===== config.mk =====
export PLATFORM = sky130hd
export DESIGN_NAME = machine_timer_flat
export DESIGN_NICKNAME = d
export VERILOG_FILES = /design/src/hdl/soc_pkg.sv /design/src/hdl/periph_bus_if.sv /design/src/hdl/machine_timer.sv /design/src/flat_wrapper.sv
export VERILOG_INCLUDE_DIRS = /design/src /design/src/hdl
export SDC_FILE = /design/constraint.sdc
export NUM_CORES = 1
export LEC_CHECK = 0
export BUFFER_PORTS_ARGS = -buffer_cell sky130_fd_sc_hd__buf_2
export CORE_ASPECT_RATIO = 0.9
export CORE_UTILIZATION = 45
export CTS_CLUSTER_DIAMETER = 120
export CTS_CLUSTER_SIZE = 28
export DETAILED_ROUTE_END_ITERATION = 7
export PLACE_DENSITY_LB_ADDON = 0.25
export SLEW_MARGIN = 20
export SYNTH_ARGS = -nofsm -noshare
export SYNTH_HDL_FRONTEND = slang
export SYNTH_SLANG_ARGS = --single-unit

===== constraint.sdc =====
create_clock -name clk -period 1.73 [get_ports clk]
set_input_delay 0.2595 -clock clk [delete_from_list [all_inputs] [get_ports clk]]
set_output_delay 0.2595 -clock clk [all_outputs]
set_load 0.02 [all_outputs]

===== src/hdl/soc_consts.svh =====
`ifndef SOC_CONSTS_SVH
`define SOC_CONSTS_SVH

// data path and address width
`define SOC_XLEN 32

// word address bits of the ram, taken from byte address bits 12..2
`define SOC_RAM_AW 11

// machine timer registers
`define SOC_MTIME_ADDR    32'h0002_0000
`define SOC_MTIMECMP_ADDR 32'h0002_0008

// uart registers
`define SOC_UART_DATA_ADDR 32'h0002_1000
`define SOC_UART_STAT_ADDR 32'h0002_1004

// clocks per uart bit
`define SOC_UART_CLKS_PER_BIT 8

`endif


===== src/hdl/soc_pkg.sv =====
`include "soc_consts.svh"

package soc_pkg;

   // data word and byte address
   typedef logic [`SOC_XLEN-1:0] word_t;
   typedef logic [`SOC_XLEN-1:0] addr_t;

   // one uart character
   typedef logic [7:0] byte_t;

   // word offset handed to a target
   typedef logic [`SOC_RAM_AW-1:0] offset_t;

   // decoded target of a bus access
   typedef enum logic [1:0] {tgt_ram, tgt_timer, tgt_uart, tgt_none} target_e;

endpackage


===== src/hdl/periph_bus_if.sv =====
// per-target link between decoder and one peripheral
interface periph_bus_if import soc_pkg::*; ();

   // one-cycle strobes, never both high
   logic    we;
   logic    re;

   // word offset from address bits 12..2
   offset_t offset;

   word_t   wdata;

   // registered by the target, valid the cycle after re
   word_t   rdata;

   modport master (output we, output re, output offset, output wdata, input rdata);

   modport target (input we, input re, input offset, input wdata, output rdata);

endinterface


===== src/hdl/machine_timer.sv =====
`include "soc_consts.svh"

module machine_timer import soc_pkg::*; (
   input  logic         clk,
   input  logic         reset,
   periph_bus_if.target bus,
   input  logic         mtie,
   output logic         timer_irq
);

   word_t mtime;
   word_t mtimecmp;
   logic  sel_cmp;

   // offset bit 1 is address bit 3, picks mtimecmp
   assign sel_cmp = bus.offset[1];

   // free-running counter, a write reloads it
   always_ff @(posedge clk)
   begin
      if (reset)
         mtime <= '0;
      else if (bus.we && !sel_cmp)
         mtime <= bus.wdata;
      else
         mtime <= mtime + 1'b1;
   end

   // compare register, all ones keeps the irq quiet
   always_ff @(posedge clk)
   begin
      if (reset)
         mtimecmp <= '1;
      else if (bus.we && sel_cmp)
         mtimecmp <= bus.wdata;
   end

   // irq registered, gated by mtie
   always_ff @(posedge clk)
   begin
      if (reset)
         timer_irq <= 1'b0;
      else
         timer_irq <= mtie && (mtime >= mtimecmp);
   end

   // read word captured at the strobe edge
   always_ff @(posedge clk)
   begin
      if (bus.re)
         bus.rdata <= sel_cmp ? mtimecmp : mtime;
   end

endmodule


===== src/flat_wrapper.sv =====
// flat-port wrapper written by rule: the top's interface ports become plain ports
module machine_timer_flat import soc_pkg::*;
  (clk, reset, mtie, timer_irq, bus_we, bus_re, bus_offset, bus_wdata, bus_rdata);
  periph_bus_if bus_i ();
  input  logic clk;
  input  logic reset;
  input  logic mtie;
  output logic timer_irq;
  input wire logic [$bits(bus_i.we)-1:0] bus_we;
  input wire logic [$bits(bus_i.re)-1:0] bus_re;
  input wire logic [$bits(bus_i.offset)-1:0] bus_offset;
  input wire logic [$bits(bus_i.wdata)-1:0] bus_wdata;
  output wire logic [$bits(bus_i.rdata)-1:0] bus_rdata;
  assign bus_i.we = bus_we;
  assign bus_i.re = bus_re;
  assign bus_i.offset = bus_offset;
  assign bus_i.wdata = bus_wdata;
  assign bus_rdata = bus_i.rdata;
  machine_timer u_core (.clk(clk), .reset(reset), .bus(bus_i), .mtie(mtie), .timer_irq(timer_irq));
endmodule

Yosys cells after proc, flatten, opt, wreduce, memory -nomap -nowiden
Index checks and enable logic that the tools add are counted.

$add $sub $neg: 1. $lt $le $gt $ge: 1. Mux-type cells: 2. Reduce and logical (&&, ||, !) cells: 4.

Operators with widths (count): 32-bit two-way mux (2); 32-bit by 1-bit adder with 32-bit output, second input constant (1); 32-bit greater-or-equal comparator (1); 1-bit logical AND (3); 1-bit logical NOT (1).

Output and inout bits: 33. Input bits: 48. Logic and storage cells: 12. Register bits after elaboration: 97.

Longest topological paths before layout
Depth after elaboration: 3. Mapped depth: 7. Gate-level depth less buffers: 7.

Worst setup path after synthesis
No wires, ideal clock.

Kind: register to register. From: register u_core.mtime[10]. To: register u_core.timer_irq. Required time: 1604 ps. Stages on the path, launching flop included: 7. Slack: 62 ps. Period minus slack after synthesis: 1668 ps. Buffers on the path: 0. Arrival time: 1543 ps. Library setup time: 126 ps. Path through: dfxtp_1 ha_1 and4_1 a31o_2 a221o_1 a21oi_1 o21ai_0.

Word-level cells in the longest chain between the ends: 2.

Ends and longest elaborated chain: start: declaration (line machine_timer.sv:11) `word_t mtime;`; start signal: assignment (line machine_timer.sv:24) `mtime <= bus.wdata;`; start signal: assignment (line machine_timer.sv:26) `mtime <= mtime + 1'b1;`; 32-bit greater-or-equal comparator (line machine_timer.sv:44) `timer_irq <= mtie && (mtime >= mtimecmp);`; 1-bit logical AND (line machine_timer.sv:44); end signal: assignment (line machine_timer.sv:44); end: declaration (line machine_timer.sv:8) `output logic timer_irq`.

No other way between the ends. A chain may end at the register's enable or synchronous reset.

Final worst setup path
From: register u_core.mtime[11]. To: register u_core.mtime[31].

Word-level cells in the longest chain between the ends: 2.

Ends and longest elaborated chain: 32-bit by 1-bit adder with 32-bit output (line machine_timer.sv:26); 32-bit two-way mux (line machine_timer.sv:23) `else if (bus.we && !sel_cmp)`.

No other way between the ends.

==> out/results.txt <==
Dividing the detail-routed wire length by the instance count gives 15.7 um. The run gives 0 as the hold buffer count at CTS. For the final routed database, the setup TNS stands at 0 ns. The tools report the worst min-delay path startpoint as bus_wdata[1].

In this run, placement finished with an instance count of 739. The synthesized netlist devotes 16.8% of its cell area to simple gates. For the initial antenna violation count, the log shows 0. The share of synthesized area occupied by flip-flops and latches was 44.6%; the residual overflow from global routing was 0. TritonCTS built the clock tree.

The count of pins on the block boundary is 81. The clock passes through at most 2 buffers. After detailed routing, the number of vias per cell comes to 5.43. In this run the worst path has a maximum fanout of 12. The routed layout has 4130 vias.

Setup violations remaining at the end of the flow were counted as 0. Measured on the finished design, the core utilization comes to 59.2%. The endpoint identified for the worst register-to-register timing path is u_core.mtime[31].

The share of the synthesized area in compound gates (AO/OA/AOI/OAI) came out at 14.7%. The cell count of the worst reg-to-reg path works out to 6. The post-layout minimum cycle time came out at 1.68 ns. For the post-route clock skew, the log shows 0.00858 ns. For the number of diodes, the log shows 0. Number of standard cells in the layout, taps in and fillers out: 760.

The pin slew with the least headroom to its limit works out to 0.356 ns. The DRC violation count after routing is 0. The core region is 10900 sq um.

For the worst setup path, the data required time is 1.98 ns. Full die area: 11700 sq um. Overall power consumption after layout is estimated at 5450 uW.

In this run the remaining antenna-violating nets after routing total 0. After synthesis, the largest family of logic cells by area is simple AND/OR/NAND/NOR gates. For the HPWL after detailed placement, the log shows 7.98 mm. The H-tree was split into 3 levels. The tools report the number of placement rows as 36. Ranked by total cell area, the synthesized netlist is headed by sky130_fd_sc_hd__dfxtp_1 (26%), sky130_fd_sc_hd__edfxtp_1 (19%), sky130_fd_sc_hd__ha_1 (8.1%). The switching power of the nets is 1400 uW. The run gives 43 as the number of distinct library cells after synthesis. The weighted congestion at the end of routability-driven global placement is 0.836, and the count of final max-slew check failures is 0. Setup slack on the worst reg-to-reg path comes out at 0.05 ns. The die is 103 um tall. The number of sinks driven by the clock tree is 97.

Summing all flip-flop and latch instances after layout gives 2290 sq um. By startpoint and endpoint, the worst setup path is classified as flip-flop to flip-flop. After synthesis, the most frequently instantiated cells are sky130_fd_sc_hd__dfxtp_1 (65), sky130_fd_sc_hd__inv_1 (38), sky130_fd_sc_hd__and3_1 (34). Setup repair after global routing could not meet its margin everywhere.

During synthesis, Yosys emitted a total of 0 warnings. For this design the ratio of total power to cell area is 845 nW/um^2. The maximum number of pins on one net before global-route repair is 66.

The flip-flop cell with the highest count after synthesis is sky130_fd_sc_hd__dfxtp_1. Internal power comes to 4050 uW. Summing the areas of all fa, ha and maj instances in the mapped netlist gives 8.15% of the synthesized area. Of the total power, the share spent switching nets is 25.7%. Hold is met by 0.163 ns.

The multi-input combinational cells in the finished layout cover a total of 2700 sq um. For this configuration, the core starts out at a cell density of 46.5%. The worst register-to-register path begins at u_core.mtime[11]. Headroom to the max-slew limit: 76.2%.

Measured against the total synthesized area, the mux share comes to 6.00%. The violation count after the first detailed-route iteration was 227. The length of the first detailed-routing pass in iterations was 4.

The share of total power dissipated in sequential elements is 48.5%. The number of global-route vias before repair is 3970. For hold timing, the worst endpoint is u_core.mtime[1]. In this run the biggest area consumer among cell types represents 25.7% of the synthesized area. Worst hold-check path type: input pin to flip-flop. In this run, the clock network consumes 35.6% of the power.

Of all flip-flops after synthesis, the portion carrying an async set or reset was 0%. Clock latency on the worst-skew pair, taken at its later pin, is 0.35 ns. Counting every net in the synthesized netlist gives 578.

The synthesized area divided by synthesized cell count was 10.2 sq um; the total routing usage reported by global routing was 21.2%. For the maximum VDD drop, the log shows 0.522 mV. The run gives 5070 sq um as the area of the mapped netlist. The tools report the nature of the critical path startpoint as a flip-flop. Clock-pin slew of the registers on the worst-case setup and hold paths: 0.07 ns. The first global-routing pass estimated 19.1 mm of wire. The final layout contains routed wiring with a total length of 11.9 mm. The tree is rooted in a sky130_fd_sc_hd__clkbuf_16. Synthesis inferred 97 register bits. The largest total area in the synthesized netlist belongs to sky130_fd_sc_hd__dfxtp_1. Summing the areas of all xor and xnor instances in the mapped netlist gives 4.15% of the synthesized area. In this run, the combinational gates consume 15.9% of the power. The count of input and output buffers was 70. The logs give 684 for the layout net count and 0 for the count of endpoints failing hold in the final timing report.

The filler cells instantiated in the layout total 966. Data arrival time of the critical path: 1.93 ns. Number of enable flip-flop cells after synthesis: 32.

In this run the horizontal extent of the chip is 114 um. Relative to the synthesized area, the layout overhead comes to 27.3%. The flow ran to the end, and the final reports show no timing, DRC or antenna violations. For this run, the top clock speed supported by timing is 597 MHz. The run gives 0.00301 uW as the leakage power. STA classifies the critical path endpoint as a flip-flop. Across the run, the number of max-cap violations was 0. The post-route fraction of the period consumed by the critical path was 96.9%. The ratio of cells with drive above 1 in the final layout was 36.3%; the gate count after technology mapping was 497. The run gives 9 as the number of CTS-inserted buffers. The cell depth of the worst hold path is 3. The critical path starts at u_core.mtime[11]. Cell with the most instances after synthesis: sky130_fd_sc_hd__dfxtp_1.
[layout by cell type, fill, tap and decap left out, drive strengths merged, types with 23 or more instances in the layout]
cell type  instances
buf              126
dfxtp             65
inv               38
and3              34
ha                33
a211o             32
edfxtp            32
nor2              30
mux2              27
a211oi            24
nand2             23
[worst max-delay path by stage]
stage / to / depth (start not counted)
finish: u_core.mtime[31] / 6
global placement: u_core.mtime[28] / 5
floorplan: u_core.timer_irq / 6
global route: u_core.mtime[12] / 5
CTS: u_core.timer_irq / 7
detailed placement: u_core.timer_irq / 7
[power by group through the flow]
| stage | Combinational, uW | Clock (uW) | Sequential (uW) |
|---|---|---|---|
| floorplan | 398 | 0 | 2760 |
| global placement | 812 | 0 | 2670 |
| detailed placement | 827 | 0 | 2680 |
| CTS | 847 | 1980 | 2630 |
| global route | 960 | 2060 | 2660 |
| finish | 869 | 1940 | 2640 |
[kinds of logic after synthesis]
family / after synthesis
and+or+nand+nor: 146
DFF: 97
xor gates and xnor gates: 24
adders and majority gates: 33
AOI/OAI and AO/OA: 100
buffers and inverters: 70
muxes: 27
[per-stage QoR]
stage	instance area (sq um)	setup slack, ns
floorplan	5070	0.0617
global route	6450	-0.0340
global placement	5910	-0.0723
CTS	6250	0.00154
detailed placement	5910	-0.104
finish	6450	0.0544
[registers in the layout, indices dropped and copies added (netlist names)]
| name | count |
|---|---|
| u_core.bus.rdata | 32 |
| u_core.mtimecmp | 32 |
| u_core.timer_irq | 1 |
| u_core.mtime | 32 |
[repair_timing]
action                                  CTS  global route
resized for setup                        16            47
setup buffers                             2             2
pin swaps                                 4            18
cloned                                    1             0
endpoints found under the setup margin   14            17
[worst max-delay path: stages, from the launching register on]
cell and delay [ns]:
sky130_fd_sc_hd__dfxtp_4 0.38, sky130_fd_sc_hd__and4_4 0.24, sky130_fd_sc_hd__nand4_2 0.14, sky130_fd_sc_hd__buf_12 0.19, sky130_fd_sc_hd__nor4_4 0.26, sky130_fd_sc_hd__xnor2_1 0.10, sky130_fd_sc_hd__o31ai_1 0.26
[cell type report]
class	count	area share [%]
clock buffer	15	4.32
clock inverter	1	0.116
inverter	38	2.21
multi-input combinational	331	41.8
sequential	97	35.6
tap	152	2.95
timing repair buffer	126	13.0
[per-layer routing]
metal	vias to the layer above	global-route usage (%)	wire (um)
met5	-	0	0
met4	0	6.89	182
met3	14	4.64	557
met2	84	35.0	5620
met1	1980	28.0	5580
li1	2052	-	-
Note: power is estimated with default switching activity, not from simulation.
