File: config.mk
export PLATFORM = sky130hd
export DESIGN_NAME = uart_port_flat
export DESIGN_NICKNAME = d
export VERILOG_FILES = /design/src/hdl/soc_pkg.sv /design/src/hdl/periph_bus_if.sv /design/src/hdl/uart_port.sv /design/src/flat_wrapper.sv
export VERILOG_INCLUDE_DIRS = /design/src /design/src/hdl
export SDC_FILE = /design/constraint.sdc
export NUM_CORES = 1
export LEC_CHECK = 0
export BUFFER_PORTS_ARGS = -buffer_cell sky130_fd_sc_hd__buf_2
export CORE_ASPECT_RATIO = 0.7
export CORE_MARGIN = 5
export CORE_UTILIZATION = 35
export DETAILED_ROUTE_END_ITERATION = 16
export HOLD_SLACK_MARGIN = 0.12
export PLACE_DENSITY_LB_ADDON = 0.25
export SETUP_SLACK_MARGIN = 0.05
export SLEW_MARGIN = 10
export SYNTH_ARGS = -nofsm -noshare
export SYNTH_HDL_FRONTEND = slang
export SYNTH_SLANG_ARGS = --single-unit
File: constraint.sdc
create_clock -name clk -period 1.8 [get_ports clk]
set_clock_uncertainty 0.2 [all_clocks]
set_input_delay 0 -clock clk [delete_from_list [all_inputs] [get_ports clk]]
set_output_delay 0 -clock clk [all_outputs]
set_load 0.03 [all_outputs]
File: src/hdl/soc_consts.svh
`ifndef SOC_CONSTS_SVH
`define SOC_CONSTS_SVH

// data path and address width
`define SOC_XLEN 32

// word address bits of the ram, taken from byte address bits 12..2
`define SOC_RAM_AW 11

// machine timer registers
`define SOC_MTIME_ADDR    32'h0002_0000
`define SOC_MTIMECMP_ADDR 32'h0002_0008

// uart registers
`define SOC_UART_DATA_ADDR 32'h0002_1000
`define SOC_UART_STAT_ADDR 32'h0002_1004

// clocks per uart bit
`define SOC_UART_CLKS_PER_BIT 8

`endif

File: src/hdl/soc_pkg.sv
`include "soc_consts.svh"

package soc_pkg;

   // data word and byte address
   typedef logic [`SOC_XLEN-1:0] word_t;
   typedef logic [`SOC_XLEN-1:0] addr_t;

   // one uart character
   typedef logic [7:0] byte_t;

   // word offset handed to a target
   typedef logic [`SOC_RAM_AW-1:0] offset_t;

   // decoded target of a bus access
   typedef enum logic [1:0] {tgt_ram, tgt_timer, tgt_uart, tgt_none} target_e;

endpackage

File: src/hdl/periph_bus_if.sv
// per-target link between decoder and one peripheral
interface periph_bus_if import soc_pkg::*; ();

   // one-cycle strobes, never both high
   logic    we;
   logic    re;

   // word offset from address bits 12..2
   offset_t offset;

   word_t   wdata;

   // registered by the target, valid the cycle after re
   word_t   rdata;

   modport master (output we, output re, output offset, output wdata, input rdata);

   modport target (input we, input re, input offset, input wdata, output rdata);

endinterface

File: src/hdl/uart_port.sv
`include "soc_consts.svh"

module uart_port import soc_pkg::*; (
   input  logic         clk,
   input  logic         reset,
   periph_bus_if.target bus,
   input  logic         rxd,
   output logic         txd,
   output logic         rx_irq
);

   localparam int CPB = `SOC_UART_CLKS_PER_BIT;
   localparam int CW  = $clog2(CPB);

   typedef enum logic [1:0] {tx_idle, tx_start, tx_data, tx_stop} tx_state_e;
   typedef enum logic [1:0] {rx_idle, rx_start, rx_data, rx_stop} rx_state_e;

   tx_state_e       tx_state;
   logic [CW-1:0]   tx_baud;
   logic [2:0]      tx_bit;
   byte_t           tx_shift;
   logic            tx_baud_done;
   logic            tx_busy;
   logic            data_wr;

   rx_state_e       rx_state;
   logic [CW-1:0]   rx_baud;
   logic [2:0]      rx_bit;
   byte_t           rx_shift;
   byte_t           rx_data_q;
   logic            rx_fresh;
   logic            rx_meta;
   logic            rx_sync;
   logic            rx_baud_done;
   logic            rx_good_stop;

   // offset bit 0 picks status over data
   assign data_wr      = bus.we && !bus.offset[0];
   assign tx_busy      = (tx_state != tx_idle);
   assign tx_baud_done = (tx_baud == CW'(CPB - 1));

   // tx fsm; writes while busy are dropped
   always_ff @(posedge clk)
   begin
      if (reset)
      begin
         tx_state <= tx_idle;
         tx_baud  <= '0;
         tx_bit   <= '0;
      end
      else
      begin
         tx_baud <= tx_baud_done ? '0 : tx_baud + 1'b1;
         case (tx_state)
            tx_idle:
            begin
               tx_baud <= '0;
               if (data_wr)
                  tx_state <= tx_start;
            end
            tx_start:
               if (tx_baud_done)
               begin
                  tx_state <= tx_data;
                  tx_bit   <= '0;
               end
            tx_data:
               if (tx_baud_done)
               begin
                  if (tx_bit == 3'd7)
                     tx_state <= tx_stop;
                  tx_bit <= tx_bit + 1'b1;
               end
            default:
               if (tx_baud_done)
                  tx_state <= tx_idle;
         endcase
      end
   end

   // shift register, lsb goes out first
   always_ff @(posedge clk)
   begin
      if (tx_state == tx_idle && data_wr)
         tx_shift <= bus.wdata[7:0];
      else if (tx_state == tx_data && tx_baud_done)
         tx_shift <= tx_shift >> 1;
   end

   // line follows the state one clock later
   always_ff @(posedge clk)
   begin
      if (reset)
         txd <= 1'b1;
      else if (tx_state == tx_start)
         txd <= 1'b0;
      else if (tx_state == tx_data)
         txd <= tx_shift[0];
      else
         txd <= 1'b1;
   end

   // two-flop sync on rxd
   always_ff @(posedge clk)
   begin
      if (reset)
      begin
         rx_meta <= 1'b1;
         rx_sync <= 1'b1;
      end
      else
      begin
         rx_meta <= rxd;
         rx_sync <= rx_meta;
      end
   end

   assign rx_baud_done = (rx_baud == CW'(CPB - 1));
   assign rx_good_stop = (rx_state == rx_stop) && rx_baud_done && rx_sync;

   // rx fsm, samples mid-bit
   always_ff @(posedge clk)
   begin
      if (reset)
      begin
         rx_state <= rx_idle;
         rx_baud  <= '0;
         rx_bit   <= '0;
      end
      else
      begin
         rx_baud <= rx_baud_done ? '0 : rx_baud + 1'b1;
         case (rx_state)
            rx_idle:
            begin
               rx_baud <= '0;
               if (!rx_sync)
                  rx_state <= rx_start;
            end
            rx_start:
               // half a bit in, recheck the start level
               if (rx_baud == CW'(CPB / 2 - 1))
               begin
                  rx_baud  <= '0;
                  rx_bit   <= '0;
                  rx_state <= rx_sync ? rx_idle : rx_data;
               end
            rx_data:
               if (rx_baud_done)
               begin
                  if (rx_bit == 3'd7)
                     rx_state <= rx_stop;
                  rx_bit <= rx_bit + 1'b1;
               end
            default:
               if (rx_baud_done)
                  rx_state <= rx_idle;   // bad stop bit just drops the frame
         endcase
      end
   end

   // received bits enter at the top
   always_ff @(posedge clk)
   begin
      if (rx_state == rx_data && rx_baud_done)
         rx_shift <= {rx_sync, rx_shift[7:1]};
      if (rx_good_stop)
         rx_data_q <= rx_shift;
   end

   // fresh flag and irq pulse
   always_ff @(posedge clk)
   begin
      if (reset)
      begin
         rx_fresh <= 1'b0;
         rx_irq   <= 1'b0;
      end
      else
      begin
         rx_irq <= rx_good_stop;
         if (rx_good_stop)
            rx_fresh <= 1'b1;
         else if (bus.re && !bus.offset[0])
            rx_fresh <= 1'b0;
      end
   end

   // status is {fresh, busy} in the low bits
   always_ff @(posedge clk)
   begin
      if (bus.re)
         bus.rdata <= bus.offset[0] ? word_t'({rx_fresh, tx_busy}) : word_t'(rx_data_q);
   end

endmodule

File: src/flat_wrapper.sv
// flat-port wrapper written by rule: the top's interface ports become plain ports
module uart_port_flat import soc_pkg::*;
  (clk, reset, rxd, txd, rx_irq, bus_we, bus_re, bus_offset, bus_wdata, bus_rdata);
  periph_bus_if bus_i ();
  input  logic clk;
  input  logic reset;
  input  logic rxd;
  output logic txd;
  output logic rx_irq;
  input wire logic [$bits(bus_i.we)-1:0] bus_we;
  input wire logic [$bits(bus_i.re)-1:0] bus_re;
  input wire logic [$bits(bus_i.offset)-1:0] bus_offset;
  input wire logic [$bits(bus_i.wdata)-1:0] bus_wdata;
  output wire logic [$bits(bus_i.rdata)-1:0] bus_rdata;
  assign bus_i.we = bus_we;
  assign bus_i.re = bus_re;
  assign bus_i.offset = bus_offset;
  assign bus_i.wdata = bus_wdata;
  assign bus_rdata = bus_i.rdata;
  uart_port u_core (.clk(clk), .reset(reset), .bus(bus_i), .rxd(rxd), .txd(txd), .rx_irq(rx_irq));
endmodule
Word-level counts from Yosys, hierarchy flattened
Cells that the tools add are included.
W data, S select, Z words.
{"block": "totals", "output_inout_bits": 34, "mem_bits_rw": 0, "memories": 0, "reg_bits": 77, "latch_bits": 0, "mem_bits_ro": 0}
{"block": "op_classes", "muxes": 29, "n_addsub": 4, "n_bitwise": 0, "order_cmp": 0, "shift": 0, "n_eq_ne": 18, "div": 0, "n_mul": 0, "n_reduce_logical": 22}
{"operator": "$mux W2", "n": 12}
{"operator": "$mux W3", "n": 6}
{"operator": "$pmux W3 S2", "n": 3}
{"operator": "$mux W8", "n": 2}
{"operator": "$ne A2 B1 Y1 const B", "n": 7}
{"operator": "$add A3 B1 Y3 const B", "n": 4}
{"operator": "$eq A3 B3 Y1 const B", "n": 4}
{"operator": "$pmux W2 S3", "n": 2}
{"operator": "$reduce_bool A2 Y1", "n": 6}
{"operator": "$reduce_and A5 Y1", "n": 2}
{"operator": "$logic_and A1 B1 Y1", "n": 7}
{"operator": "$eq A2 B2 Y1 const B", "n": 3}
{"operator": "$reduce_and A3 Y1", "n": 2}
{"operator": "$eq A2 B1 Y1 const B", "n": 2}
{"operator": "$logic_not A2 Y1", "n": 2}
{"operator": "$mux W1", "n": 4}
{"operator": "$eq A3 B2 Y1 const B", "n": 1}
{"operator": "$reduce_bool A3 Y1", "n": 1}
{"operator": "$reduce_or A3 Y1", "n": 1}
{"operator": "$ne A2 B2 Y1 const B", "n": 1}
{"operator": "$logic_not A1 Y1", "n": 1}

Longest topological paths before layout
{"block": "logic_depth", "ltp_word": 4, "ltp_mapped": 7}

Least setup slack after synthesis
OpenSTA, ideal clock, no wires.
{"block": "synth_timing", "kind": "flip-flop to flip-flop", "start": "reg u_core.tx_state[0]", "end": "reg u_core.tx_state[1]", "arrival_ns": 1.592, "required_time_ns": 1.472, "setup_slack_ns": -0.120, "path_buffers": 0, "stages_incl_launch_ff": 7, "path_cell_list": "dfxtp_1 > inv_1 > ha_1 > or2b_1 > a222oi_1 > mux2i_1 > nor2_1"}
{"block": "synth_via", "elab_chain_len": 3}
{"element": "start: declaration", "line_no": "uart_port.sv:18", "rtl": "tx_state_e tx_state;"}
{"element": "start signal: assignment", "line_no": "uart_port.sv:47", "rtl": "tx_state <= tx_idle;"}
{"element": "start signal: assignment", "line_no": "uart_port.sv:59", "rtl": "tx_state <= tx_start;"}
{"element": "start signal: assignment", "line_no": "uart_port.sv:64", "rtl": "tx_state <= tx_data;"}
{"element": "$eq A2 B2 Y1 (tied with other cells)", "line_no": "uart_port.sv:54", "rtl": "case (tx_state)"}
{"element": "$ne A2 B1 Y1 (no line) or $reduce_bool A2 Y1 (tied branches)"}
{"element": "$reduce_and A5 Y1 (no line)"}
Parallel ways exist; a longest one is shown, timed or not.
A chain may end at the register's enable or synchronous reset.

Worst setup path in the final report
{"block": "layout_timing", "start": "reg u_core.tx_baud[1]", "end": "reg u_core.tx_state[1]"}
{"block": "layout_via", "elab_chain_len": 3}
{"element": "start: declaration", "line_no": "uart_port.sv:19", "rtl": "logic [CW-1:0] tx_baud;"}
{"element": "start signal: assignment", "line_no": "uart_port.sv:53", "rtl": "tx_baud <= tx_baud_done ? '0 : tx_baud + 1'b1;"}
{"element": "$eq A3 B3 Y1 *", "line_no": "uart_port.sv:40", "rtl": "assign tx_baud_done = (tx_baud == CW'(CPB - 1));"}
{"element": "$ne A2 B1 Y1 (no line) or $reduce_bool A2 Y1 (tied branches)"}
{"element": "$reduce_and A5 Y1 (no line) *"}
Mark *: on every way between the ends. The rest lies on a longest branch, timed or not.

==> qor.yml <==
floorplan:
  core-area_um2: 6760
  ios: 82
  std_cell_rows: 25
  start_util_pct: 36.1
  die_h_um: 79.9
  dieArea_um2: 8770
  fp.dieW_um: 110
yosys:
  seq_area_frac_synth_pct: 56.6
  yosys_register_bits: 53
  yosysWarnings: 0
  ys.flop_type: "edfxtp_1"
  netlist_instances: 198
  synth_top_area_cell: "edfxtp_1"
  synthTopCellsByArea: "edfxtp_1 (39%), dfxtp_1 (17%), ha_1 (11%)"
  synth_top_area_share_pct: 39.4
  syn-mean-instance-area_um2: 12.3
  synth-edff-count: 32
  async_reset_ff_share_pct: 0
  syn_area_um2: 2440
  synth_cell_types: 38
grt:
  grt_util_met3_pct: 2.67
  gr-total-overflow: 0
  top_usage_layer: "met2"
  grt_use_met1_pct: 12.9
  antenna_found_initial: 0
  grt_max_degree: 21
  grt_pass1_vias: 1405
  grt_pass1_wl_um: 6440
  grt_use_total_pct: 9.53
  met2_usage_pct: 14.2
cells_and_area:
  fin_area_um2: 3130
  fillers: 646
  finalNetCount: 332
  stdcell_count: 358
  drive_gt1_share_pct: 39.4
  utilization_pct: 46.3
  synthToLayoutAreaGrowth_pct: 28.2
  antenna_cells: 0
clock_network:
  insertion_delay_ns: 0.31
  clock_path_buffers: 2
  tritoncts: "done"
  cts.sinks: 53
  cts_made_buffers: 5
  cts-hold-fix-buffers: 14
  htreeDepth: 2
  clk_pin_slew_ns: 0.10
  cts-root-buf: "clkbuf_8"
place:
  hpwl_um: 2840
  placed_area_um2: 2790
  io_buffers: 23
  dp_slack_ns: -0.0196
  placed_cells: 331
  routabilityCongestion: 0.762
setup_path:
  startpoint: "u_core.tx_baud[1]$_SDFF_PP0_"
  critPathKind: "reg -> reg"
  critPathTopFamily: "flip-flops"
  critPathSlowestCell: "dfxtp_2"
  crit_buf_inv: 1
  cp_max_fo: 3
  endpoint: "u_core.tx_state[1]$_SDFFE_PP0P_"
  cp_data_required_time_ns: 1.80
  r2r_end: "u_core.tx_state[1]$_SDFFE_PP0P_"
  crit_top_cell: "ha_4"
  endpoint_kind: "register"
  cp.arrival_ns: 1.80
  crit_path_max_incr_delay_ns: 0.35
  r2r_slack_ns: -0.009
  worst-r2r-cell-count: 7
  cp_cell_sequence: "ha_4 -> ha_4 -> or2b_1 -> a222oi_1 -> buf_4 -> mux2i_1 -> nor2_1"
  r2r-start: "u_core.tx_baud[1]$_SDFF_PP0_"
  cp_num_cells: 7
  cp-start-kind: "register"
worst_hold_path:
  hold_class: "in -> reg"
timing:
  fin_hold_ws_ns: -0.126
  period_share_pct: 100
  setup_ws_ns: -0.00875
  max_freq_mhz: 553
  setup_viol: 1
  period_minus_slack_ns: 1.81
  tns_ns: -0.00875
  slew_viol_final: 0
  rsz0062_at_grt: "yes"
  hold_viol: 15
power_and_ir_drop:
  ir_worst_vdd_mv: 0.306
  power_mw: 2.54
  power_density_nw_per_um2: 811
  p_leak_nw: 1.30
status:
  outcome: "complete, but fails checks"
  violations: "hold timing, setup timing"
drt:
  detail_route.wl_per_cell_um: 11.4
  drt_wl_total_um: 4070
  via_count: 1447
  vias_per_cell: 4.04
  drt_iter0_markers: 47
  drc: 0
  first_pass_iters: 4
  ant_nets: 0
job:
  cap_violations: 0
## metal layers
| layer | part of all wire, % | up-vias |
|---|---|---|
| li1 | - | 760 |
| met1 | 49 | 656 |
| met2 | 45 | 26 |
| met3 | 4.8 | 5 |
| met4 | 1.3 | 0 |
| met5 | 0 | - |
## worst reg2reg max path, cell delays in order (launching register included)
cell and delay [ns]:
dfxtp_2 0.35, ha_4 0.14, ha_4 0.12, or2b_1 0.22, a222oi_1 0.27, buf_4 0.18, mux2i_1 0.17, nor2_1 0.05
## synthesized netlist by cell type (2+ instances only)
master and n:
a2bb2oi_1 2, mux2i_1 2, and2b_2 6, dfxtp_1 21, o21ai_0 2, or2_2 5
inv_1 12, edfxtp_1 32, buf_4 24, and2_1 4, nor2_1 11, nand2_1 11
nand2b_1 3, nand4_1 2, mux2_2 8, ha_1 21, a21oi_1 8, clkbuf_1 2
nand3_1 3
## timing repair
action                                  4_1_cts  5_1_grt
endpoints found under the setup margin        6       20
endpoints found under the hold margin        45       15
pin swaps                                     1        0
resized for setup                             6       13
setup buffers                                 1        4
## logic make-up (layout without fill, tap and decap cells)
kind of cell / count (synthesis) / count (layout) / synth area share [%]
AOI/OAI and AO/OA: 19 / 19 / 5.13
DFF: 53 / 53 / 56.6
and+or+nand+nor: 53 / 53 / 12.5
adders and majority gates: 21 / 21 / 10.8
muxes: 10 / 10 / 4.51
buffers and inverters: 41 / 84 / 10.4
other: 1 / 24 / 0.154
## worst min path at each step
stage,cells after the start,slack (ns),from,end
6_report,2,-0.13,reset,u_core.tx_state[1]$_SDFFE_PP0P_
5_1_grt,2,-0.1,reset,u_core.tx_state[1]$_SDFFE_PP0P_
4_1_cts,2,-0.12,reset,u_core.tx_state[1]$_SDFFE_PP0P_
3_5_place_dp,2,-0.01,rxd,u_core.rx_meta$_SDFF_PP1_
3_3_place_gp,2,-0.01,rxd,u_core.rx_meta$_SDFF_PP1_
2_1_floorplan,1,-0.1,rxd,u_core.rx_meta$_SDFF_PP1_
## area by class of cell
type                            instances  area [um2]  area share, %
Sequential cell                        53        1390           44.5
Multi-Input combinational cell        127        1010           32.2
Timing Repair Buffer                   64         470           15.0
Tap cell                               94         118           3.76
Clock buffer                            5        68.8           2.20
Inverter                               12        45.0           1.44
Clock inverter                          3        25.0          0.800
## placed cells by master (no fill, tap or decap), types with 6 or more instances in the layout
cell type	n
a21oi_1	8
and2b_2	6
buf_2	23
buf_4	26
conb_1	24
dfxtp_1	13
dfxtp_2	7
dlygate4sd3_1	14
edfxtp_1	32
ha_1	13
inv_1	11
mux2_2	8
nand2_1	11
nor2_1	11
## registers in the layout, indices dropped and copies added (netlist names)
name / cells
u_core.rx_fresh: 1
u_core.rx_shift: 8
u_core.rx_state: 2
u_core.bus.rdata: 8
u_core.rx_bit: 3
u_core.txd: 1
u_core.rx_data_q: 8
u_core.rx_meta: 1
u_core.rx_irq: 1
u_core.tx_shift: 8
u_core.tx_bit: 3
u_core.tx_state: 2
u_core.rx_sync: 1
u_core.tx_baud: 3
u_core.rx_baud: 3
## where the power goes
| part | switching [mW] | internal, mW |
|---|---|---|
| sequential | 0.0281 | 1.34 |
| combinational | 0.256 | 0.229 |
| clock | 0.407 | 0.281 |
Note: power is estimated with default switching activity, not from simulation.
