**src/hdl/soc_consts.svh**
```systemverilog
`ifndef SOC_CONSTS_SVH
`define SOC_CONSTS_SVH

// data path and address width
`define SOC_XLEN 32

// word address bits of the ram, taken from byte address bits 12..2
`define SOC_RAM_AW 11

// machine timer registers
`define SOC_MTIME_ADDR    32'h0002_0000
`define SOC_MTIMECMP_ADDR 32'h0002_0008

// uart registers
`define SOC_UART_DATA_ADDR 32'h0002_1000
`define SOC_UART_STAT_ADDR 32'h0002_1004

// clocks per uart bit
`define SOC_UART_CLKS_PER_BIT 8

`endif

```
**src/hdl/soc_pkg.sv**
```systemverilog
`include "soc_consts.svh"

package soc_pkg;

   // data word and byte address
   typedef logic [`SOC_XLEN-1:0] word_t;
   typedef logic [`SOC_XLEN-1:0] addr_t;

   // one uart character
   typedef logic [7:0] byte_t;

   // word offset handed to a target
   typedef logic [`SOC_RAM_AW-1:0] offset_t;

   // decoded target of a bus access
   typedef enum logic [1:0] {tgt_ram, tgt_timer, tgt_uart, tgt_none} target_e;

endpackage

```
**src/hdl/periph_bus_if.sv**
```systemverilog
// per-target link between decoder and one peripheral
interface periph_bus_if import soc_pkg::*; ();

   // one-cycle strobes, never both high
   logic    we;
   logic    re;

   // word offset from address bits 12..2
   offset_t offset;

   word_t   wdata;

   // registered by the target, valid the cycle after re
   word_t   rdata;

   modport master (output we, output re, output offset, output wdata, input rdata);

   modport target (input we, input re, input offset, input wdata, output rdata);

endinterface

```
**src/hdl/addr_decode.sv**
```systemverilog
`include "soc_consts.svh"

module addr_decode import soc_pkg::*; (
   input  logic                clk,
   input  logic                reset,
   input  addr_t               bus_addr,
   input  word_t               bus_wdata,
   input  logic                bus_we,
   input  logic                bus_re,
   output word_t               bus_rdata,
   output logic                bus_rvalid,
   periph_bus_if.master        ram,
   periph_bus_if.master        timer,
   periph_bus_if.master        uart
);

   target_e tgt;
   target_e rd_tgt_q;

   // classify the byte address
   always_comb
   begin
      if (bus_addr[`SOC_XLEN-1:16] == '0)
         tgt = tgt_ram;
      else if (bus_addr == `SOC_MTIME_ADDR || bus_addr == `SOC_MTIMECMP_ADDR)
         tgt = tgt_timer;
      else if (bus_addr == `SOC_UART_DATA_ADDR || bus_addr == `SOC_UART_STAT_ADDR)
         tgt = tgt_uart;
      else
         tgt = tgt_none;   // display window and holes land here
   end

   // strobes only reach the selected target
   assign ram.we   = bus_we && (tgt == tgt_ram);
   assign ram.re   = bus_re && (tgt == tgt_ram);
   assign timer.we = bus_we && (tgt == tgt_timer);
   assign timer.re = bus_re && (tgt == tgt_timer);
   assign uart.we  = bus_we && (tgt == tgt_uart);
   assign uart.re  = bus_re && (tgt == tgt_uart);

   // offset and data are broadcast
   assign ram.offset   = bus_addr[`SOC_RAM_AW+1:2];
   assign timer.offset = bus_addr[`SOC_RAM_AW+1:2];
   assign uart.offset  = bus_addr[`SOC_RAM_AW+1:2];
   assign ram.wdata    = bus_wdata;
   assign timer.wdata  = bus_wdata;
   assign uart.wdata   = bus_wdata;

   // remember who answers the read in the next cycle
   always_ff @(posedge clk)
   begin
      if (reset)
      begin
         rd_tgt_q   <= tgt_none;
         bus_rvalid <= 1'b0;
      end
      else
      begin
         bus_rvalid <= bus_re;
         if (bus_re)
            rd_tgt_q <= tgt;
      end
   end

   // return mux, unmapped reads give zero
   always_comb
   begin
      case (rd_tgt_q)
         tgt_ram:   bus_rdata = ram.rdata;
         tgt_timer: bus_rdata = timer.rdata;
         tgt_uart:  bus_rdata = uart.rdata;
         default:   bus_rdata = '0;
      endcase
   end

endmodule

```
**src/flat_wrapper.sv**
```systemverilog
// flat-port wrapper written by rule: the top's interface ports become plain ports
module addr_decode_flat import soc_pkg::*;
  (clk, reset, bus_addr, bus_wdata, bus_we, bus_re, bus_rdata, bus_rvalid, ram_we, ram_re, ram_offset, ram_wdata, ram_rdata, timer_we, timer_re, timer_offset, timer_wdata, timer_rdata, uart_we, uart_re, uart_offset, uart_wdata, uart_rdata);
  periph_bus_if ram_i ();
  periph_bus_if timer_i ();
  periph_bus_if uart_i ();
  input  logic clk;
  input  logic reset;
  input  addr_t bus_addr;
  input  word_t bus_wdata;
  input  logic bus_we;
  input  logic bus_re;
  output word_t bus_rdata;
  output logic bus_rvalid;
  output wire logic [$bits(ram_i.we)-1:0] ram_we;
  output wire logic [$bits(ram_i.re)-1:0] ram_re;
  output wire logic [$bits(ram_i.offset)-1:0] ram_offset;
  output wire logic [$bits(ram_i.wdata)-1:0] ram_wdata;
  input wire logic [$bits(ram_i.rdata)-1:0] ram_rdata;
  output wire logic [$bits(timer_i.we)-1:0] timer_we;
  output wire logic [$bits(timer_i.re)-1:0] timer_re;
  output wire logic [$bits(timer_i.offset)-1:0] timer_offset;
  output wire logic [$bits(timer_i.wdata)-1:0] timer_wdata;
  input wire logic [$bits(timer_i.rdata)-1:0] timer_rdata;
  output wire logic [$bits(uart_i.we)-1:0] uart_we;
  output wire logic [$bits(uart_i.re)-1:0] uart_re;
  output wire logic [$bits(uart_i.offset)-1:0] uart_offset;
  output wire logic [$bits(uart_i.wdata)-1:0] uart_wdata;
  input wire logic [$bits(uart_i.rdata)-1:0] uart_rdata;
  assign ram_we = ram_i.we;
  assign ram_re = ram_i.re;
  assign ram_offset = ram_i.offset;
  assign ram_wdata = ram_i.wdata;
  assign ram_i.rdata = ram_rdata;
  assign timer_we = timer_i.we;
  assign timer_re = timer_i.re;
  assign timer_offset = timer_i.offset;
  assign timer_wdata = timer_i.wdata;
  assign timer_i.rdata = timer_rdata;
  assign uart_we = uart_i.we;
  assign uart_re = uart_i.re;
  assign uart_offset = uart_i.offset;
  assign uart_wdata = uart_i.wdata;
  assign uart_i.rdata = uart_rdata;
  addr_decode u_core (.clk(clk), .reset(reset), .bus_addr(bus_addr), .bus_wdata(bus_wdata), .bus_we(bus_we), .bus_re(bus_re), .bus_rdata(bus_rdata), .bus_rvalid(bus_rvalid), .ram(ram_i), .timer(timer_i), .uart(uart_i));
endmodule
```
**config.mk**
```make
export PLATFORM = sky130hd
export DESIGN_NAME = addr_decode_flat
export DESIGN_NICKNAME = d
export VERILOG_FILES = /design/src/hdl/soc_pkg.sv /design/src/hdl/periph_bus_if.sv /design/src/hdl/addr_decode.sv /design/src/flat_wrapper.sv
export VERILOG_INCLUDE_DIRS = /design/src /design/src/hdl
export SDC_FILE = /design/constraint.sdc
export NUM_CORES = 1
export LEC_CHECK = 0
export ABC_AREA = 1
export CAP_MARGIN = 30
export CORE_AREA = 3 3 129 131
export CTS_BUF_LIST = sky130_fd_sc_hd__clkbuf_4 sky130_fd_sc_hd__clkbuf_8 sky130_fd_sc_hd__clkbuf_16
export CTS_CLUSTER_DIAMETER = 150
export DETAILED_ROUTE_END_ITERATION = 6
export DIE_AREA = 0 0 132 134
export DONT_BUFFER_PORTS = 1
export GPL_ROUTABILITY_DRIVEN = 0
export PLACE_DENSITY_LB_ADDON = 0.25
export RECOVER_POWER = 50
export SETUP_SLACK_MARGIN = 0.4
export SLEW_MARGIN = 20
export SYNTH_ARGS = -nofsm -noshare
export SYNTH_HDL_FRONTEND = slang
export SYNTH_SLANG_ARGS = --single-unit
```
**constraint.sdc**
```tcl
create_clock -name clk -period 2.6 [get_ports clk]
set_clock_uncertainty 0.1 [all_clocks]
set_input_delay 0.13 -clock clk [delete_from_list [all_inputs] [get_ports clk]]
set_output_delay 0.13 -clock clk [all_outputs]
set_load 0.01 [all_outputs]
```
; ---- After elaboration in Yosys (flattened, before gate mapping)
; Index checks and enable logic that the tools add are counted.
[classes]
mux = 4
reduce_logical = 11
eq_ne = 8
[ops]
columns = cell, n
row1 = equality test 32 x 18 -> 1 bit (second input constant), 4
row2 = case mux 32 bit (3 select lines), 1
row3 = zero test 16 bit, 1
row4 = logical AND 1 bit, 6
row5 = equality test 2 x 1 -> 1 bit (second input constant), 2
row6 = equality test 2 bit (second input constant), 2
row7 = zero test 2 bit, 2
row8 = two-way mux 2 bit, 2
row9 = logical OR 1 bit, 2
row10 = two-way mux 1 bit, 1
[word_totals]
output_inout_bits = 168
wordCells = 25
ff_bits = 3
input_bits = 164

; ---- Logic depth before layout (Yosys ltp)
; Gate-level depths: netlist of run 1.
[depth]
depth_word = 7
ltp_mapped = 7
mapped_depth_nobuf = 7

; ---- Least setup slack after synthesis of run 1
; Ideal clock, no wire load.
[synth_path]
path_kind = register to output
start = reg u_core.rd_tgt_q[0]
end = out bus_rdata[0]
n_path_buf = 3
t_arrival_ns = 1.072
t_required_ns = 2.370
stages_incl_launch_ff = 6
setup_slack_ns = 1.298
cell_sequence = dfxtp_1 -> buf_6 -> or2_1 -> buf_6 -> buf_6 -> o211ai_2
[synth_between]
elab_chain_cells = 2
word_cells_on_any_way = 4
classes_between = eq/ne (2) / mux (1) / reduce/logical (1)
[synth_rtl]
columns = element, line_no
row1 = "start, declared", addr_decode.sv:18  ; target_e rd_tgt_q;
row2 = "start signal, assigned", addr_decode.sv:54  ; rd_tgt_q <= tgt_none;
row3 = "start signal, assigned", addr_decode.sv:61  ; rd_tgt_q <= tgt;
row4 = equality test 2 bit (tied with other cells), addr_decode.sv:68  ; case (rd_tgt_q)
row5 = case mux 32 bit (3 select lines) *, addr_decode.sv:68
row6 = "end, declared", flat_wrapper.sv:13  ; output word_t bus_rdata;
; Every way passes the cells marked *; elsewhere a longest branch is shown, timed or not.

; ---- Worst setup path after layout of run 1
[layout_path]
start = reg u_core.rd_tgt_q[1]
end = out bus_rdata[15]
; The elaborated chain is that of the path after synthesis.

==> impl_metrics.toml, run 1 <==
[critical_path]
timing.critical_path.required_ps = 2370
critPathLaunch = "u_core.rd_tgt_q[1]"
critical-path-max-stage-delay_ps = 410
cp_slowest_cell = "sky130_fd_sc_hd__or2_2"
cp_max_fo = 26
cp.buffers_inverters = 2
worstSetupPathType = "flop to output port"
critPathCapture = "bus_rdata[15]"
arrival_ps = 1570
cp-end-kind = "output port"
setup.worst_path.start_class = "flop"
reg2reg_capture_point = "u_core.rd_tgt_q[1]"
r2r_cells = 2
r2r_slack_ps = 1850
critical_path_depth = 4
critical_path.top_delay_family = "simple AND/OR/NAND/NOR gates"
worstPathCellList = "inv_2 -> or2_2 -> buf_12 -> o211ai_1"
worst_reg2reg_startpoint = "u_core.rd_tgt_q[1]"

[detailed_routing]
post_drt_via_cell_ratio = 3.47
wirelength_um = 5970
routed-via-count = 1424
drt_iter0_drc = 42
drt_pre_antenna_iters = 4
wl_per_cell_um = 14.6
final_antenna_net_count = 0
drt_drc = 0

[yosys]
yosys_warnings = 0
synthesis.instances = 326
netlist_top_cells_area = "sky130_fd_sc_hd__buf_4 (45%), sky130_fd_sc_hd__o211ai_2 (18%), sky130_fd_sc_hd__nand3_1 (8.2%), sky130_fd_sc_hd__nand2_1 (7.0%), sky130_fd_sc_hd__inv_1 (6.3%)"
area_of_the_mapped_netlist_sq_um = 2130
synth_most_common_cell = "sky130_fd_sc_hd__buf_4"
synth.cells.most_frequent = "sky130_fd_sc_hd__buf_4 (129), sky130_fd_sc_hd__nand2_1 (40), sky130_fd_sc_hd__inv_1 (36)"
synthArstFlopShare_pct = 0
synth-seq-cells = 3
synthDominantCellAreaShare_pct = 45.4
nets_in_the_synthesized_netlist = 490
ys_types = 18
netlist.top_cell.by_area = "sky130_fd_sc_hd__buf_4"
synth_edf_count = 0
synth_flop_cell = "sky130_fd_sc_hd__dfxtp_1"
synth.avg_cell_area_sq_um = 6.54
synth.yosys.seq_area_share_pct = 2.82

[timing]
achievable-frequency_mhz = 555
fin_tns_setup_ps = 0
worst_slack_ps = 799
final.min_clock_period_ps = 1800
setup_viol_count_final = 0
hold_viol_final = 0
number_of_max_slew_violations_in_the_final_report = 0
grt_setup_unrepaired = "false"
max-slew-margin-rel_pct = 74.3
slew_worst_pin_ps = 385
timing.final.crit_share_pct = 69.3

[place]
place.port_buffers = 0
place_ws_ps = 844
hpwlAfterDp_um = 4930
total_instance_count_after_detailed_placement = 402

[floorplan]
fp.coreArea_sq_um = 15700
design.die.area_sq_um = 17700
initial_core_util_pct = 13.6
die-width_um = 132
die_height_um = 134
num_io_pins = 332
row_count = 46

[global_route]
gr-total-overflow = 0
grt.total_usage_pct = 6.06
grt_antenna_before_repair = 1
first_global_vias = 1493
grt_max_degree = 33
global_route_wire_length_before_repair_um = 8580

[cts]
tritoncts = "yes"
clk_latency_ps = 220
clk_transition_reported_paths_ps = 30
buffer_cell_driving_the_clock_tree_root = "sky130_fd_sc_hd__clkbuf_16"
ctsResizeCount = 0
postCtsSetupRepairBufs = 0
cts_hold_buffers = 2
cts-buffers-inserted = 3
cts_htree_levels = 1
clock_sink_count = 3
clk_path_buf_depth = 2

[pwr]
ir_drop_mv = 0.270
p_per_area_nw_per_um2 = 295
power_leakage_uw = 0.000645

[layout]
area_delta_synth_final_pct = -30.1
final_cell_utilization_of_the_core_pct = 9.49
final.fill_count = 1847
finalNonFillerCells = 410
design.final.nets = 358
layout-drive-gt1-share_pct = 21.8

[worst_hold_path]
hold_path_depth = 2
worstHoldPathType = "input pin to flop"

[flow_run]
drv.max_cap_violation_count = 0

[run_status]
status = "completed"
through the flow:
step                      hold WS [ps]  area, sq um  power (uW)
after floorplan                    102         2130         367
after global placement             107         1370         178
after detailed placement           108         1370         181
after CTS                         13.3         1470         445
after global routing              32.7         1490         469
final                             27.2         1490         440
state kept, by name, summed over array words and instances (netlist names):
name and count:
u_core.bus_rvalid 1, u_core.rd_tgt_q 2
final cells by class:
type,count,area [sq um],area share [%]
Timing Repair Buffer,6,62.6,4.19
Antenna cell,1,2.50,0.168
Sequential cell,3,60.1,4.03
Clock buffer,4,82.6,5.54
Multi-Input combinational cell,143,875,58.6
Inverter,37,139,9.31
Tap cell,216,270,18.1
kinds of logic (layout without fill, tap and decap cells):
| group | after synthesis | in the layout | synth area share, % |
|---|---|---|---|
| buffers and inverters | 180 | 47 | 56.3 |
| and+or+nand+nor | 109 | 109 | 22.1 |
| AOI/OAI and AO/OA | 34 | 34 | 18.8 |
| DFF | 3 | 3 | 2.82 |
| other | 0 | 1 | 0 |
report_power, final:
group          switching, uW  total, uW  leakage [uW]  internal, uW
Sequential              2.35       51.1     0.0000249          48.7
Clock                   43.3        256     0.0000416           213
Combinational           89.0        132      0.000578          43.4
layout by cell type, fill, tap and decap left out:
cell type | netlist | final
sky130_fd_sc_hd__nand2_1 | 40 | 40
sky130_fd_sc_hd__inv_1 | 36 | 36
sky130_fd_sc_hd__nand3_1 | 35 | 35
sky130_fd_sc_hd__o211ai_2 | 30 | 30
sky130_fd_sc_hd__nor2_1 | 27 | 26
sky130_fd_sc_hd__clkbuf_16 | 0 | 3
sky130_fd_sc_hd__buf_4 | 129 | 3
sky130_fd_sc_hd__dfxtp_1 | 3 | 3
sky130_fd_sc_hd__or2_2 | 1 | 2
sky130_fd_sc_hd__o211ai_1 | 2 | 2
sky130_fd_sc_hd__nand3b_1 | 2 | 2
sky130_fd_sc_hd__nand4_1 | 2 | 2
sky130_fd_sc_hd__a21oi_1 | 2 | 2
sky130_fd_sc_hd__dlygate4sd3_1 | 0 | 2
sky130_fd_sc_hd__diode_2 | 0 | 1
sky130_fd_sc_hd__inv_2 | 1 | 1
sky130_fd_sc_hd__nor2_2 | 0 | 1
sky130_fd_sc_hd__nor3_1 | 1 | 1
sky130_fd_sc_hd__clkbuf_4 | 0 | 1
sky130_fd_sc_hd__buf_12 | 0 | 1
routing by layer:
metal,vias up,GRT usage (%),routed length (um)
met5,-,0,0
met4,0,1.69,70
met3,15,2.89,735
met2,141,10.6,2950
met1,624,6.56,2220
li1,644,-,-
worst min path at each step:
stage	startpoint	to	slack, ps
6_report	bus_re	u_core.rd_tgt_q[1]	30
5_1_grt	bus_re	u_core.rd_tgt_q[0]	30
4_1_cts	bus_re	u_core.rd_tgt_q[0]	10
3_5_place_dp	reset	u_core.bus_rvalid	110
3_3_place_gp	reset	u_core.bus_rvalid	110
2_1_floorplan	reset	u_core.bus_rvalid	100
(Power assumes the default switching activity.)
==> run 2, diff against run 1 <==
==> constraint.sdc (replaced) <==
create_clock -name clk -period 1.8 [get_ports clk]
set_clock_uncertainty 0.1 [all_clocks]
set_input_delay 0.09 -clock clk [delete_from_list [all_inputs] [get_ports clk]]
set_output_delay 0.09 -clock clk [all_outputs]
set_load 0.01 [all_outputs]
==> run 2 against run 1 <==
  * Via count rose by 6.4%
  * Die area did not move
  * Register-to-register slack got worse by 900 ps
  * Core utilization rose by 2.9 points
  * Cell count rose by 2.9%
  * Flip-flop and latch count did not move
  * Largest cell class unchanged
  * Largest power group unchanged
  * Highest routed layer unchanged
==> impl_metrics.toml, run 2 (same netlist as run 1, synthesis figures left out) <==
[run_status]
status = "completed"

[global_route]
gr-total-overflow = 0
grt.total_usage_pct = 6.56
first_global_vias = 1506
grt_antenna_before_repair = 1
global_route_wire_length_before_repair_um = 9050
grt_max_degree = 33

[detailed_routing]
routed-via-count = 1515
drt_iter0_drc = 52
post_drt_via_cell_ratio = 3.59
wirelength_um = 6830
drt_drc = 0
final_antenna_net_count = 0
drt_pre_antenna_iters = 5
wl_per_cell_um = 16.2

[critical_path]
critical-path-max-stage-delay_ps = 320
setup.worst_path.start_class = "flop"
timing.critical_path.required_ps = 1610
worstPathCellList = "inv_2 -> or2_4 -> buf_12 -> o211ai_4"
cp-end-kind = "output port"
arrival_ps = 1320
r2r_cells = 3
worstSetupPathType = "flop to output port"
cp_slowest_cell = "sky130_fd_sc_hd__dfxtp_2"
cp_max_fo = 13

[timing]
grt_setup_unrepaired = "true"
worst_slack_ps = 288
fin_tns_setup_ps = 0
timing.final.crit_share_pct = 84.0
achievable-frequency_mhz = 661
slew_worst_pin_ps = 343
hold_viol_final = 0
setup_viol_count_final = 0
number_of_max_slew_violations_in_the_final_report = 0
max-slew-margin-rel_pct = 77.1
final.min_clock_period_ps = 1510

[worst_hold_path]
worstHoldPathType = "input pin to flop"
hold_path_depth = 3

[layout]
finalNonFillerCells = 422
mostFrequentLayoutCells = "sky130_fd_sc_hd__inv_1 (36), sky130_fd_sc_hd__nand3_1 (33), sky130_fd_sc_hd__nor2_1 (26)"
final_common_cell = "sky130_fd_sc_hd__inv_1"
largest_registers = "u_core.rd_tgt_q: 2 flops, u_core.bus_rvalid: 1 flops"
final_cell_utilization_of_the_core_pct = 12.4
most_flops_register = "u_core.rd_tgt_q"
max_ffs_per_register = 2
layout-drive-gt1-share_pct = 35.1
design.final.nets = 370
area_delta_synth_final_pct = -8.50

[cts]
clk_transition_reported_paths_ps = 40
tritoncts = "yes"
cts_htree_levels = 1
buffer_cell_driving_the_clock_tree_root = "sky130_fd_sc_hd__clkbuf_16"
clk_latency_ps = 220
clk_path_buf_depth = 2
cts-buffers-inserted = 3
clock_sink_count = 3

[place]
place.port_buffers = 0
hpwlAfterDp_um = 5310
total_instance_count_after_detailed_placement = 407
place_ws_ps = 343

[floorplan]
die_height_um = 134
fp.coreArea_sq_um = 15700
row_count = 46
die-width_um = 132
design.die.area_sq_um = 17700
num_io_pins = 332
initial_core_util_pct = 13.6

[pwr]
ir_drop_mv = 0.255
p_per_area_nw_per_um2 = 373
power_leakage_uw = 0.000690

[flow_run]
drv.max_cap_violation_count = 0
[run 2: changes by cell type in the layout (fill, tap and decap cells not counted), moves of 2 or more]
| cell | change |
|---|---|
| sky130_fd_sc_hd__buf_12 | +2 |
| sky130_fd_sc_hd__buf_6 | +3 |
| sky130_fd_sc_hd__buf_8 | +3 |
| sky130_fd_sc_hd__clkbuf_16 | +2 |
| sky130_fd_sc_hd__nand2_1 | -15 |
| sky130_fd_sc_hd__nand2_2 | +15 |
| sky130_fd_sc_hd__nand3_1 | -2 |
| sky130_fd_sc_hd__nand3_2 | +2 |
| sky130_fd_sc_hd__o211ai_2 | -22 |
| sky130_fd_sc_hd__o211ai_4 | +22 |
[run 2: metal layers]
layer	global-route usage [%]	up-vias	wire length, um
li1	-	669	-
met1	7.51	681	2620
met2	11.0	144	3270
met3	3.26	21	813
met4	1.58	0	129
met5	0	-	0
[run 2: final cells by class]
class / count / area, sq um
diodes: 1 / 2.50
clock buffers: 4 / 82.6
fillers: 1816 / 13800
inverters: 37 / 139
multi-input cells: 143 / 1130
flip-flops and latches: 3 / 61.3
well taps: 216 / 270
repair buffers: 18 / 269
[run 2: power by group]
part | switching (uW) | internal, uW | leakage (uW)
logic | 166 | 106 | 0.000624
clock network | 73.8 | 309 | 0.0000416
registers | 2.48 | 70.5 | 0.0000245
total | 242 | 486 | 0.000690
[run 2: path summary, 6_finish.rpt]
kind                                         start                  to  slack (ps)
worst min-delay path                        bus_re  u_core.rd_tgt_q[1]          80
worst min register to register  u_core.rd_tgt_q[1]  u_core.rd_tgt_q[1]         480
worst max register to register  u_core.rd_tgt_q[1]  u_core.rd_tgt_q[1]         950
worst max-delay path            u_core.rd_tgt_q[1]       bus_rdata[12]         290
[run 2: what timing repair did]
| item | 4_1_cts | 5_1_grt |
|---|---|---|
| hold endpoints to repair | 3 | 2 |
| pin swaps | 3 | 7 |
| setup buffers | 0 | 3 |
| setup endpoints to repair | 34 | 34 |
| hold buffers | 2 | 1 |
| gates resized for setup | 36 | 27 |
| gates cloned | 2 | 2 |
[run 2: worst max-delay path, delay by kind of cell (launching register included)]
| family | cells | cell delay, ps |
|---|---|---|
| simple gates | 1 | 290 |
| flops | 1 | 320 |
| buf+inv | 2 | 210 |
| compound gates | 1 | 250 |
[run 2: stage by stage]
stage               cell area, sq um  power, uW  hold slack [ps]
floorplan                       2130        530             62.4
global placement                1400        263             67.0
detailed placement              1400        266             69.0
CTS                             1780        728             34.8
global route                    1950        763             80.0
finish                          1950        728             75.8
